**src/source/axi_sram_pkg.sv**
```systemverilog
package axi_sram_pkg;

    // SRAM window in the system memory map.
    localparam logic [31:0] SRAM_BASE  = 32'h8000_0000;
    localparam int          SRAM_WORDS = 1024;
    localparam int          SRAM_IDX_W = 10;  // Word index width.

    typedef enum logic [1:0] {
        OKAY   = 2'b00,
        DECERR = 2'b11
    } axi_resp_e;

    typedef enum logic [1:0] {
        IDLE,
        READ_WAIT,   // Storage read in flight.
        READ_RESP,
        WRITE_RESP
    } slave_state_e;

    typedef enum logic [1:0] {
        NONE,
        FETCH_RD,
        DATA_RD,
        DATA_WR
    } grant_e;

    // Read address channel.
    typedef struct packed {
        logic [31:0] addr;
        logic [3:0]  id;
        logic [7:0]  len;    // Single beat only, so always zero.
        logic [2:0]  size;
        logic [1:0]  burst;
    } axi_ar_t;

    typedef struct packed {
        logic [31:0] addr;
        logic [3:0]  id;
        logic [7:0]  len;
        logic [2:0]  size;
        logic [1:0]  burst;
    } axi_aw_t;

    typedef struct packed {
        logic [31:0] data;
        logic [3:0]  strb;
        logic        last;
    } axi_w_t;

    typedef struct packed {
        logic [3:0] id;
        axi_resp_e  resp;
    } axi_b_t;

    // Read data channel.
    typedef struct packed {
        logic [3:0]  id;
        logic [31:0] data;
        axi_resp_e   resp;
        logic        last;
    } axi_r_t;

endpackage

```
**src/source/axi_sram_arbiter.sv**
```systemverilog
`timescale 1ns/1ps

module axi_sram_arbiter (
    input  logic                  clk,
    input  logic                  rst,
    // Instruction fetch port, read only.
    input  axi_sram_pkg::axi_ar_t fetch_ar,
    input  logic                  fetch_arvalid,
    output logic                  fetch_arready,
    output axi_sram_pkg::axi_r_t  fetch_r,
    output logic                  fetch_rvalid,
    input  logic                  fetch_rready,
    // Data port.
    input  axi_sram_pkg::axi_ar_t data_ar,
    input  logic                  data_arvalid,
    output logic                  data_arready,
    input  axi_sram_pkg::axi_aw_t data_aw,
    input  logic                  data_awvalid,
    output logic                  data_awready,
    input  axi_sram_pkg::axi_w_t  data_w,
    input  logic                  data_wvalid,
    output logic                  data_wready,
    output axi_sram_pkg::axi_b_t  data_b,
    output logic                  data_bvalid,
    input  logic                  data_bready,
    output axi_sram_pkg::axi_r_t  data_r,
    output logic                  data_rvalid,
    input  logic                  data_rready,
    // Toward the slave.
    output axi_sram_pkg::axi_ar_t slv_ar,
    output logic                  slv_arvalid,
    input  logic                  slv_arready,
    output axi_sram_pkg::axi_aw_t slv_aw,
    output logic                  slv_awvalid,
    input  logic                  slv_awready,
    output axi_sram_pkg::axi_w_t  slv_w,
    output logic                  slv_wvalid,
    input  logic                  slv_wready,
    input  axi_sram_pkg::axi_b_t  slv_b,
    input  logic                  slv_bvalid,
    output logic                  slv_bready,
    input  axi_sram_pkg::axi_r_t  slv_r,
    input  logic                  slv_rvalid,
    output logic                  slv_rready
);
    import axi_sram_pkg::*;

    grant_e grant_q;
    grant_e sel;
    logic   data_first_q;  // Data port goes first on the next tie.
    logic   data_req;
    logic   idle;
    logic   addr_fire;
    logic   resp_fire;

    assign idle     = (grant_q == NONE);
    assign data_req = data_arvalid || (data_awvalid && data_wvalid);

    // Round robin between ports, read before write inside the data port.
    always_comb begin
        sel = NONE;
        if (fetch_arvalid && (!data_req || !data_first_q)) begin
            sel = FETCH_RD;
        end else if (data_arvalid) begin
            sel = DATA_RD;
        end else if (data_awvalid && data_wvalid) begin
            sel = DATA_WR;
        end
    end

    // Address path is only open while no transaction is in flight.
    assign slv_ar      = (sel == FETCH_RD) ? fetch_ar : data_ar;
    assign slv_arvalid = idle && ((sel == FETCH_RD) || (sel == DATA_RD));
    assign slv_aw      = data_aw;
    assign slv_awvalid = idle && (sel == DATA_WR);
    assign slv_w       = data_w;
    assign slv_wvalid  = idle && (sel == DATA_WR);

    // Fetch also sees ready while nobody requests.
    assign fetch_arready = idle && ((sel == FETCH_RD) || (sel == NONE)) && slv_arready;
    assign data_arready  = idle && (sel == DATA_RD) && slv_arready;
    assign data_awready  = idle && (sel == DATA_WR) && slv_awready;
    assign data_wready   = idle && (sel == DATA_WR) && slv_wready;

    assign addr_fire = (slv_arvalid && slv_arready) || (slv_awvalid && slv_awready);
    assign resp_fire = (slv_rvalid && slv_rready) || (slv_bvalid && slv_bready);

    always_ff @(posedge clk or posedge rst) begin
        if (rst) begin
            grant_q      <= NONE;
            data_first_q <= 1'b0;
        end else if (idle && addr_fire) begin
            grant_q      <= sel;
            data_first_q <= (sel == FETCH_RD);
        end else if (!idle && resp_fire) begin
            grant_q <= NONE;
        end
    end

    // Responses return only to the granted port.
    assign fetch_r = slv_r;
    assign data_r  = slv_r;
    assign data_b  = slv_b;

    assign fetch_rvalid = (grant_q == FETCH_RD) && slv_rvalid;
    assign data_rvalid  = (grant_q == DATA_RD) && slv_rvalid;
    assign data_bvalid  = (grant_q == DATA_WR) && slv_bvalid;

    always_comb begin
        case (grant_q)
            FETCH_RD: slv_rready = fetch_rready;
            DATA_RD:  slv_rready = data_rready;
            default:  slv_rready = 1'b0;
        endcase
    end

    assign slv_bready = (grant_q == DATA_WR) && data_bready;

endmodule

```
**config.mk**
```make
export PLATFORM = sky130hd
export DESIGN_NAME = axi_sram_arbiter
export DESIGN_NICKNAME = d
export VERILOG_FILES = /design/src/source/axi_sram_pkg.sv /design/src/source/axi_sram_arbiter.sv
export SDC_FILE = /design/constraint.sdc
export NUM_CORES = 1
export LEC_CHECK = 0
export BUFFER_PORTS_ARGS = -buffer_cell sky130_fd_sc_hd__buf_2
export CORE_AREA = 2 2 185 187
export DETAILED_ROUTE_END_ITERATION = 12
export DIE_AREA = 0 0 187 189
export SYNTH_ARGS = -nofsm -noshare
export SYNTH_HDL_FRONTEND = slang
export SYNTH_SLANG_ARGS = --single-unit
```
**constraint.sdc**
```tcl
create_clock -name clk -period 4.5 [get_ports clk]
set_clock_uncertainty 0.2 [all_clocks]
set_input_delay 1.35 -clock clk [delete_from_list [all_inputs] [get_ports clk]]
set_output_delay 1.35 -clock clk [all_outputs]
set_load 0.005 [all_outputs]
```
* Yosys cells after proc, flatten, opt, wreduce, memory -nomap -nowiden *
Cells that the tools add are included.

operators by class
  equality and inequality tests = 6
  reduce and logical (&&, ||, !) cells = 31
  muxes and demuxes = 7

operators with widths
  kind                                                  number
  2-to-1 mux 49 bit                                     1
  logical AND 1 bit                                     19
  2-to-1 mux 2 bit                                      5
  equality test 2 bit (second input constant)           4
  logical OR 1 bit                                      6
  equality test 2 x 1 -> 1 bit (second input constant)  2
  zero test 2 bit                                       2
  zero test 1 bit                                       3
  case mux 1 bit (2 select lines)                       1
  nonzero test 2 bit                                    1

storage, ports and cells
  bits in registers = 3
  word-level logic and storage cells = 46
  output and inout port bits = 231

* Depth between registers and ports, before layout *
Gate-level depths: netlist of the first run.

  depth in word-level cells = 13
  mapped depth = 7

* Worst setup path after synthesis of the first run *
No wires, ideal clock.

  path type = in2out
  start = input data_awvalid
  end = output slv_ar[40] in the netlist's numbering
  data required time = 2.950 ns
  path slack = 0.339 ns
  stages on the path = 7
  arrival time = 2.611 ns
  cells stage by stage = a21o_1 a21boi_1 inv_1 ha_1 buf_6 buf_6 mux2_4

RTL lines
  element      RTL line                RTL
  from (decl)  axi_sram_arbiter.sv:18  input logic data_awvalid,
  to (decl)    axi_sram_arbiter.sv:30  output axi_sram_pkg::axi_ar_t slv_ar,

==> results of run 1 <==
==> cells in the final DEF, fill, tap and decap left out, types with 2 or more instances in the layout <==
cell type  count
clkbuf_16      4
inv_1          5
mux2_2        45
mux2_4         5
dfrtp_1        3
and3_2         3
nand2b_1       2
ha_1           7
a21o_1         2
and2_1         4
buf_4          8
mux2i_1        2
nand2_1        2
o211ai_1       2
buf_2        172
==> power groups by stage <==
stage	Clock (µW)	Sequential [µW]	Combinational [µW]
final	143	55.4	544
after global placement	0	53.7	510
after global routing	144	57.1	591
after floorplan	0	48.5	414
after CTS	143	55.5	519
after detailed placement	0	55.4	517
==> area by class of cell <==
| class | instances | area (µm²) |
|---|---|---|
| multi-input combinational | 84 | 894.6 |
| timing repair buffer | 183 | 977.2 |
| clock buffer | 4 | 78.83 |
| sequential | 3 | 75.07 |
| fill | 3894 | 30670 |
| inverter | 6 | 22.52 |
| tap | 448 | 560.5 |
==> cells by family after synthesis <==
group / Yosys count / synth area share
buf+inv: 183 / 0.5894
mux: 52 / 0.2582
simple gates: 16 / 0.04563
compound gates: 8 / 0.03167
fa+ha+maj: 8 / 0.04294
flops: 3 / 0.03221
==> stage by stage <==
step           instance area (µm²)  total power [µW]  setup WS (ns)  instances
2_1_floorplan                 2331             462.3         0.3394        270
3_3_place_gp                  2484             563.6        0.08018        722
3_5_place_dp                  2484             572.3        0.02773        722
4_1_cts                       2562             718.3        0.03634        726
5_1_grt                       2609             792.8        0.03697        728
6_report                      2609             741.6         0.1290        728
==> final timing paths <==
path / startpoint / cells past startpoint / slack, ns / to
max: fetch_arvalid / 9 / 0.13 / slv_ar[39]
max in group asynchronous: rst / 2 / 3.13 / grant_q[1]
min: data_first_q / 1 / 0.38 / data_first_q
min reg2reg: data_first_q / 1 / 0.38 / data_first_q
max reg2reg: data_first_q / 9 / 2.31 / data_first_q
min in group asynchronous: rst / 2 / 0.81 / data_first_q
==> layer usage <==
| layer | up-vias | track usage | routed length [µm] |
|---|---|---|---|
| li1 | 719 | - | - |
| met1 | 728 | 0.04611 | 3460 |
| met2 | 248 | 0.06820 | 4143 |
| met3 | 33 | 0.05079 | 2158 |
| met4 | 0 | 0.01923 | 250 |
| met5 | - | 0 | 0 |
==> sequential cells by signal (all words and copies together), names as in the netlist <==
register and count:
data_first_q 1, grant_q 2
==> impl_metrics.ini, run 1 <==
[floorplan]
die_height_um = 189
core_area_um2 = 33280
ios = 474
floorplan.initialDensity = 0.07004
rows = 67
die-area_um2 = 35340
dieWidth_um = 187

[pwr]
swShare = 0.3824
p_leak_uw = 0.001228
power_switching_uw = 283.6
clockPowerShare = 0.192
ir_drop_mv = 0.07988
p_int_uw = 458.0
power.density_nw_per_um2 = 284.3
p_comb_frac = 0.733
seq_power_share = 0.075

[timing]
finalCritPeriodShare = 0.9713
hold_viol_final = 0
slew_headroom = 0.7888
finalSetupViolations = 0
tns_ns = 0
fmax_mhz = 228.8
whs_ns = 0.3793
max_slew.worst_pin.slew_ns = 0.3168
slew_violations = 0
period_minus_slack_ns = 4.371
grt_setup_unrepaired = false

[logic_synthesis]
avgSynthCellArea_um2 = 8.633
synth_nets = 521
yosysTopAreaCell = buf_4
ys_async_sr_fraction = 1.000
synth_top_cells_by_area = buf_4 55%, mux2_2 22%, ha_1 4.3%, dfrtp_1 3.2%, mux2_4 3.2%
synth_seq_area_share = 0.03221
ys_warn_count = 0
synth-main-ff-cell = dfrtp_1
synth_top_area_frac = 0.5507
yosys.cell_types.count = 23
yosysMostFrequentCell = buf_4
synth_common_cells = 171 x buf_4, 45 x mux2_2, 8 x ha_1
synth-seq-cells = 3
syn_inst = 270
synth_edf_count = 0
synthesis.area_um2 = 2331

[clocking]
root_buffer = clkbuf_16
path_clk_slew_ns = 0.03
clock_path_buffers = 2
ctsResizeCount = 0
cts_setup_buffers = 0
h-tree-depth = 1
clk_latency_ns = 0.23
postCtsHoldBufs = 0
cts_tree = done
cts.sinks = 3
numCtsBuffers = 3

[setup_path]
cp_top_family = buffers and inverters
cp_num_buf_inv = 5
required_ns = 2.95
crit_slowest_cell = mux2_2
path_class = in2out
crit_fanout = 19
cp_common_cell = buf_2
worst_path_largest_cell_delay_ns = 0.35
cp-end-kind = output port
crit_chain = buf_2, nand2b_1, a21boi_1, buf_4, inv_2, ha_4, buf_12, mux2_2, buf_2
start_kind = input port
critical_path_arrival_ns = 2.82

[detailed_routing]
drt-pass1-iter-count = 4
vias = 1728
routed_wirelength_um = 10010
viasPerCell = 2.374
drtIter0Drc = 37
ant_nets = 0
avgRoutedWirePerCell_um = 13.75
drc = 0

[layout]
area_growth_pct = 11.92
final_util = 0.07839
drive_above_1_share = 0.8714
layout.nets = 532
antenna-diode-count = 0

[grt]
antenna_found_initial = 0
grt_max_degree = 39
track_usage = 0.04840
grt_pass1_vias = 1782
grt.overflow.total = 0
grt_pass1_wl_um = 12290

[place]
port_buffers = 172
hpwl_um = 8421
gp_congestion = 0.6190

[job]
maxCapViolations = 0

[hold_path]
min_path_type = reg2reg

[outcome]
status = complete, no violations
(Power assumes the default switching activity.)
==> run 2, diff against run 1 <==
==> constraint.sdc (replaced) <==
create_clock -name clk -period 4.5 [get_ports clk]
set_clock_uncertainty 0.2 [all_clocks]
set_input_delay 1.35 -clock clk [delete_from_list [all_inputs] [get_ports clk]]
set_output_delay 1.35 -clock clk [all_outputs]
set_load 0.01 [all_outputs]
==> run 2 against run 1 <==
- combinational power increased by 6.2%
- routed wire length about the same
- sequential share of layout area unchanged
- highest routed layer is now met5
- worst hold slack got worse by 0.021 ns
- critical endpoint is now slv_ar[1]
- final cell count unchanged
- global-route usage about the same
- clock power about the same
==> impl_metrics.ini, run 2 (synthesis gave the netlist of run 1 again) <==
[setup_path]
crit_slowest_cell = mux2_2
cp_num_buf_inv = 5
crit_chain = buf_2, nand2b_1, a21boi_1, buf_4, inv_2, ha_4, buf_12, mux2_2, buf_2
required_ns = 2.95
worst_path_largest_cell_delay_ns = 0.36
cp-end-kind = output port
critical_path_arrival_ns = 2.85
cp_common_cell = buf_2
start_kind = input port
path_class = in2out
cp_top_family = buffers and inverters
crit_fanout = 19

[detailed_routing]
viasPerCell = 2.364
avgRoutedWirePerCell_um = 13.76
ant_nets = 0
routed_wirelength_um = 10020
vias = 1721
drt-pass1-iter-count = 4
drtIter0Drc = 31
drc = 0

[grt]
use_met1 = 0.04610
grt.overflow.total = 0
grt_max_degree = 39
antenna_found_initial = 1
grt_pass1_vias = 1821
use_met2 = 0.06863
grt_most_used_layer = met2
track_usage = 0.04852
grt_pass1_wl_um = 12230
grt.met3_usage = 0.04912

[timing]
whs_ns = 0.3578
finalSetupViolations = 0
max_slew.worst_pin.slew_ns = 0.3000
hold_viol_final = 0
period_minus_slack_ns = 4.400
grt_setup_unrepaired = false
slew_violations = 0
tns_ns = 0
slew_headroom = 0.8000
setup_ws_ns = 0.09987
fmax_mhz = 227.3
finalCritPeriodShare = 0.9778

[pwr]
p_leak_uw = 0.001228
ir_drop_mv = 0.07864
clockPowerShare = 0.183
p_comb_frac = 0.747
finalPower_uw = 773.4
swShare = 0.4081
seq_power_share = 0.069
p_int_uw = 457.8
power.density_nw_per_um2 = 296.5
power_switching_uw = 315.6

[floorplan]
ios = 474
floorplan.initialDensity = 0.07004
core_area_um2 = 33280
rows = 67
dieWidth_um = 187
die_height_um = 189
die-area_um2 = 35340

[clocking]
h-tree-depth = 1
clock_path_buffers = 2
cts_tree = done
numCtsBuffers = 3
root_buffer = clkbuf_16
clk_latency_ns = 0.22
cts.sinks = 3
postCtsHoldBufs = 0
path_clk_slew_ns = 0.03
ctsResizeCount = 0
cts_setup_buffers = 0

[layout]
area_growth_pct = 11.92
largest_reg_flops = 2
largest-register = grant_q
antenna-diode-count = 0
final_util = 0.07839
largestRegisters = grant_q x2, data_first_q x1
final_cell_mix = 172 x buf_2, 45 x mux2_2, 8 x buf_4, 7 x ha_1
final_common_cell = buf_2
layout.nets = 532
drive_above_1_share = 0.8714

[place]
hpwl_um = 8432
dp_slack_ns = 0.004850
port_buffers = 172
gp_congestion = 0.6223

[job]
maxCapViolations = 0

[outcome]
status = complete, no violations

[hold_path]
min_path_type = reg2reg
[run 2: final cells by class]
type | instances | area, µm²
timing repair buffer | 183 | 977.2
clock buffer | 4 | 78.83
fill | 3922 | 30670
sequential | 3 | 75.07
inverter | 6 | 22.52
tap | 448 | 560.5
multi-input combinational | 84 | 894.6
[run 2: power groups by stage]
stage | clock, µW | combinational, µW | sequential (µW)
final | 142 | 578 | 53.7
after detailed placement | 0 | 559 | 54.4
after floorplan | 0 | 488 | 48.5
after global routing | 147 | 634 | 55.7
after CTS | 144 | 559 | 54.2
after global placement | 0 | 550 | 53.8
[run 2: path summary, 6_finish.rpt]
check                                   start            to  slack, ns  cells past startpoint
worst max-delay path            fetch_arvalid     slv_ar[1]        0.1                      9
worst min-delay path             data_first_q  data_first_q       0.36                      1
worst max register to register   data_first_q  data_first_q       2.33                      9
worst min register to register   data_first_q  data_first_q       0.36                      1
max in group asynchronous                 rst    grant_q[0]       3.16                      2
min in group asynchronous                 rst  data_first_q       0.80                      2
[run 2: stage by stage]
stage	area [µm²]	cells
6_report	2609	728
5_1_grt	2609	728
4_1_cts	2562	726
3_5_place_dp	2484	722
3_3_place_gp	2484	722
2_1_floorplan	2331	270
[run 2: metal layers]
| metal | share of wire | up-vias |
|---|---|---|
| met5 | 0.0054 | - |
| met4 | 0.023 | 4 |
| met1 | 0.34 | 718 |
| met2 | 0.42 | 244 |
| li1 | - | 720 |
| met3 | 0.21 | 35 |
[run 2: worst reg2reg max path: stages, from the launching register on]
cell and delay [ns]:
dfrtp_1 0.39, nand2b_1 0.16, a21boi_1 0.13, buf_4 0.14
inv_2 0.07, buf_4 0.11, ha_1 0.20, nand2_1 0.11
a21boi_4 0.22, mux2_4 0.32
==> run 3, diff against run 2 <==
Settings changed: ABC_AREA from default to 1, CORE_AREA 2 2 185 187 to 2 2 187 189, DIE_AREA 0 0 187 189 to 0 0 189 191, PLACE_DENSITY from default to 0.4.
==> run 3 against run 2 <==
- setup slack better by 0.11 ns
- sequential share of layout area up 0.079 points
- worst hold slack worse by 0.054 ns
- synthesized cell count up 46%
- via count up 26%
- cell area down 2.7%
- register-to-register slack better by 0.40 ns
- sequential cell count unchanged
- combinational power down 18%
- clock power about the same
- global-route usage up 0.69 points
- critical endpoint is now slv_ar[11]
- largest power group unchanged
==> impl_metrics.ini, run 3 <==
[outcome]
status = complete, no violations

[timing]
finalCritPeriodShare = 0.9542
whs_ns = 0.3043
setup_ws_ns = 0.2059
slew_violations = 0
hold_viol_final = 0
tns_ns = 0
fmax_mhz = 232.9
finalSetupViolations = 0
period_minus_slack_ns = 4.294
max_slew.worst_pin.slew_ns = 0.2626
grt_setup_unrepaired = false
slew_headroom = 0.8231

[layout]
area_growth_pct = 11.00
final_cell_mix = 172 x buf_2, 170 x nand2_1, 13 x inv_1, 7 x ha_1, 5 x nor2_1
largestRegisters = grant_q x2, data_first_q x1
drive_above_1_share = 0.4745
largest_reg_flops = 2
antenna-diode-count = 0
final_util = 0.07441
layout.nets = 644
largest-register = grant_q
final_common_cell = buf_2
finalInstanceArea_um2 = 2539

[setup_path]
worst_path_largest_cell_delay_ns = 0.29
critical_path_arrival_ns = 2.74
start_kind = input port
required_ns = 2.95
path_class = in2out
cp_common_cell = nand2_1
cp-end-kind = output port
crit_fanout = 26
crit_chain = buf_2, nand2_1, nand2_1, nand2_1, nand2_1, o21ai_0, ha_2, buf_6, nand2_1, nand2_1, buf_2
cp_top_family = buffers and inverters
cp_num_buf_inv = 3
crit_slowest_cell = ha_2

[place]
hpwl_um = 10330
port_buffers = 172
gp_congestion = 0.6679
placed_cell_area_um2 = 2456
dp_slack_ns = 0.08096

[grt]
grt_pass1_wl_um = 13970
track_usage = 0.05544
antenna_found_initial = 0
grt_pass1_vias = 1925
grt_max_degree = 27
grt.overflow.total = 0

[clocking]
ctsResizeCount = 0
cts_tree = done
path_clk_slew_ns = 0.03
postCtsHoldBufs = 0
root_buffer = clkbuf_16
cts.sinks = 3
h-tree-depth = 1
clock_path_buffers = 2
numCtsBuffers = 3
clk_latency_ns = 0.22
cts_setup_buffers = 0

[pwr]
ir_drop_mv = 0.1629
p_leak_uw = 0.001477
power.density_nw_per_um2 = 263.0

[hold_path]
min_path_type = reg2reg

[logic_synthesis]
synth_top_cells_by_area = buf_4 56%, nand2_1 28%, ha_1 4.4%, dfrtp_1 3.3%, buf_2 2.4%
synth_edf_count = 0
synth-main-ff-cell = dfrtp_1
synth_top_area_frac = 0.5613
yosysTopAreaCell = buf_4
yosysMostFrequentCell = buf_4
yosys.cell_types.count = 15
synth_common_cells = 171 x buf_4, 170 x nand2_1, 13 x inv_1
ys_warn_count = 0
synth-seq-cells = 3
avgSynthCellArea_um2 = 5.820
synth_seq_area_share = 0.03282
syn_inst = 393
synthesis.area_um2 = 2287
synth_nets = 644
ys_async_sr_fraction = 1.000

[floorplan]
die-area_um2 = 36100
core_area_um2 = 34120
die_height_um = 191
dieWidth_um = 189
floorplan.initialDensity = 0.06704
rows = 68
ios = 474

[detailed_routing]
drtIter0Drc = 83
drc = 0
viasPerCell = 2.551
vias = 2161
avgRoutedWirePerCell_um = 13.47
ant_nets = 0
routed_wirelength_um = 11410
drt-pass1-iter-count = 4

[job]
maxCapViolations = 0
[run 3: final timing paths]
path / end / slack, ns / start / cells past startpoint
min in group asynchronous: grant_q[1] / 0.79 / rst / 2
worst min-delay path: data_first_q / 0.30 / data_first_q / 2
worst min register to register: data_first_q / 0.30 / data_first_q / 2
worst max register to register: grant_q[1] / 2.73 / data_first_q / 10
worst max-delay path: slv_ar[11] / 0.21 / data_awvalid / 11
max in group asynchronous: grant_q[0] / 3.18 / rst / 2
[run 3: worst min-delay path: stages, from the launching register on]
cell     delay, ns
dfrtp_1       0.35
nand2_1       0.05
o21ai_1       0.06
[run 3: layout make-up]
class,count,area (µm²)
tap,455,569.3
multi-input combinational,191,812.0
timing repair buffer,177,939.7
inverter,17,63.81
sequential,3,75.07
clock buffer,4,78.83
fill,4067,31580
[run 3: cells by family (layout without fill, tap and decap cells)]
logic type / after synthesis / after routing / share of synthesized area
AO/OA/AOI/OAI: 4 / 4 / 0.01149
adder cells (fa/ha/maj): 8 / 8 / 0.04377
buffers and inverters: 199 / 198 / 0.6132
flip-flops: 3 / 3 / 0.03282
AND/OR/NAND/NOR: 179 / 179 / 0.2987
[run 3: per-layer routing]
metal  vias to the layer above  routed length, µm  GRT usage
met3                        56               2964    0.06279
met5                         -                  0          0
met1                       833               2685    0.03827
li1                        991                  -          -
met2                       281               5056    0.08791
met4                         0                707    0.03305
[run 3: report_power, final]
part	internal (µW)	switching (µW)
clock	117	25.3
combinational	197	276
sequential	38.5	13.4
[run 3: stage by stage]
stage          instances  power, µW
4_1_cts              847      682.7
3_3_place_gp         843      532.5
2_1_floorplan        393      463.1
5_1_grt              847      737.6
3_5_place_dp         843      535.7
6_report             847      667.6
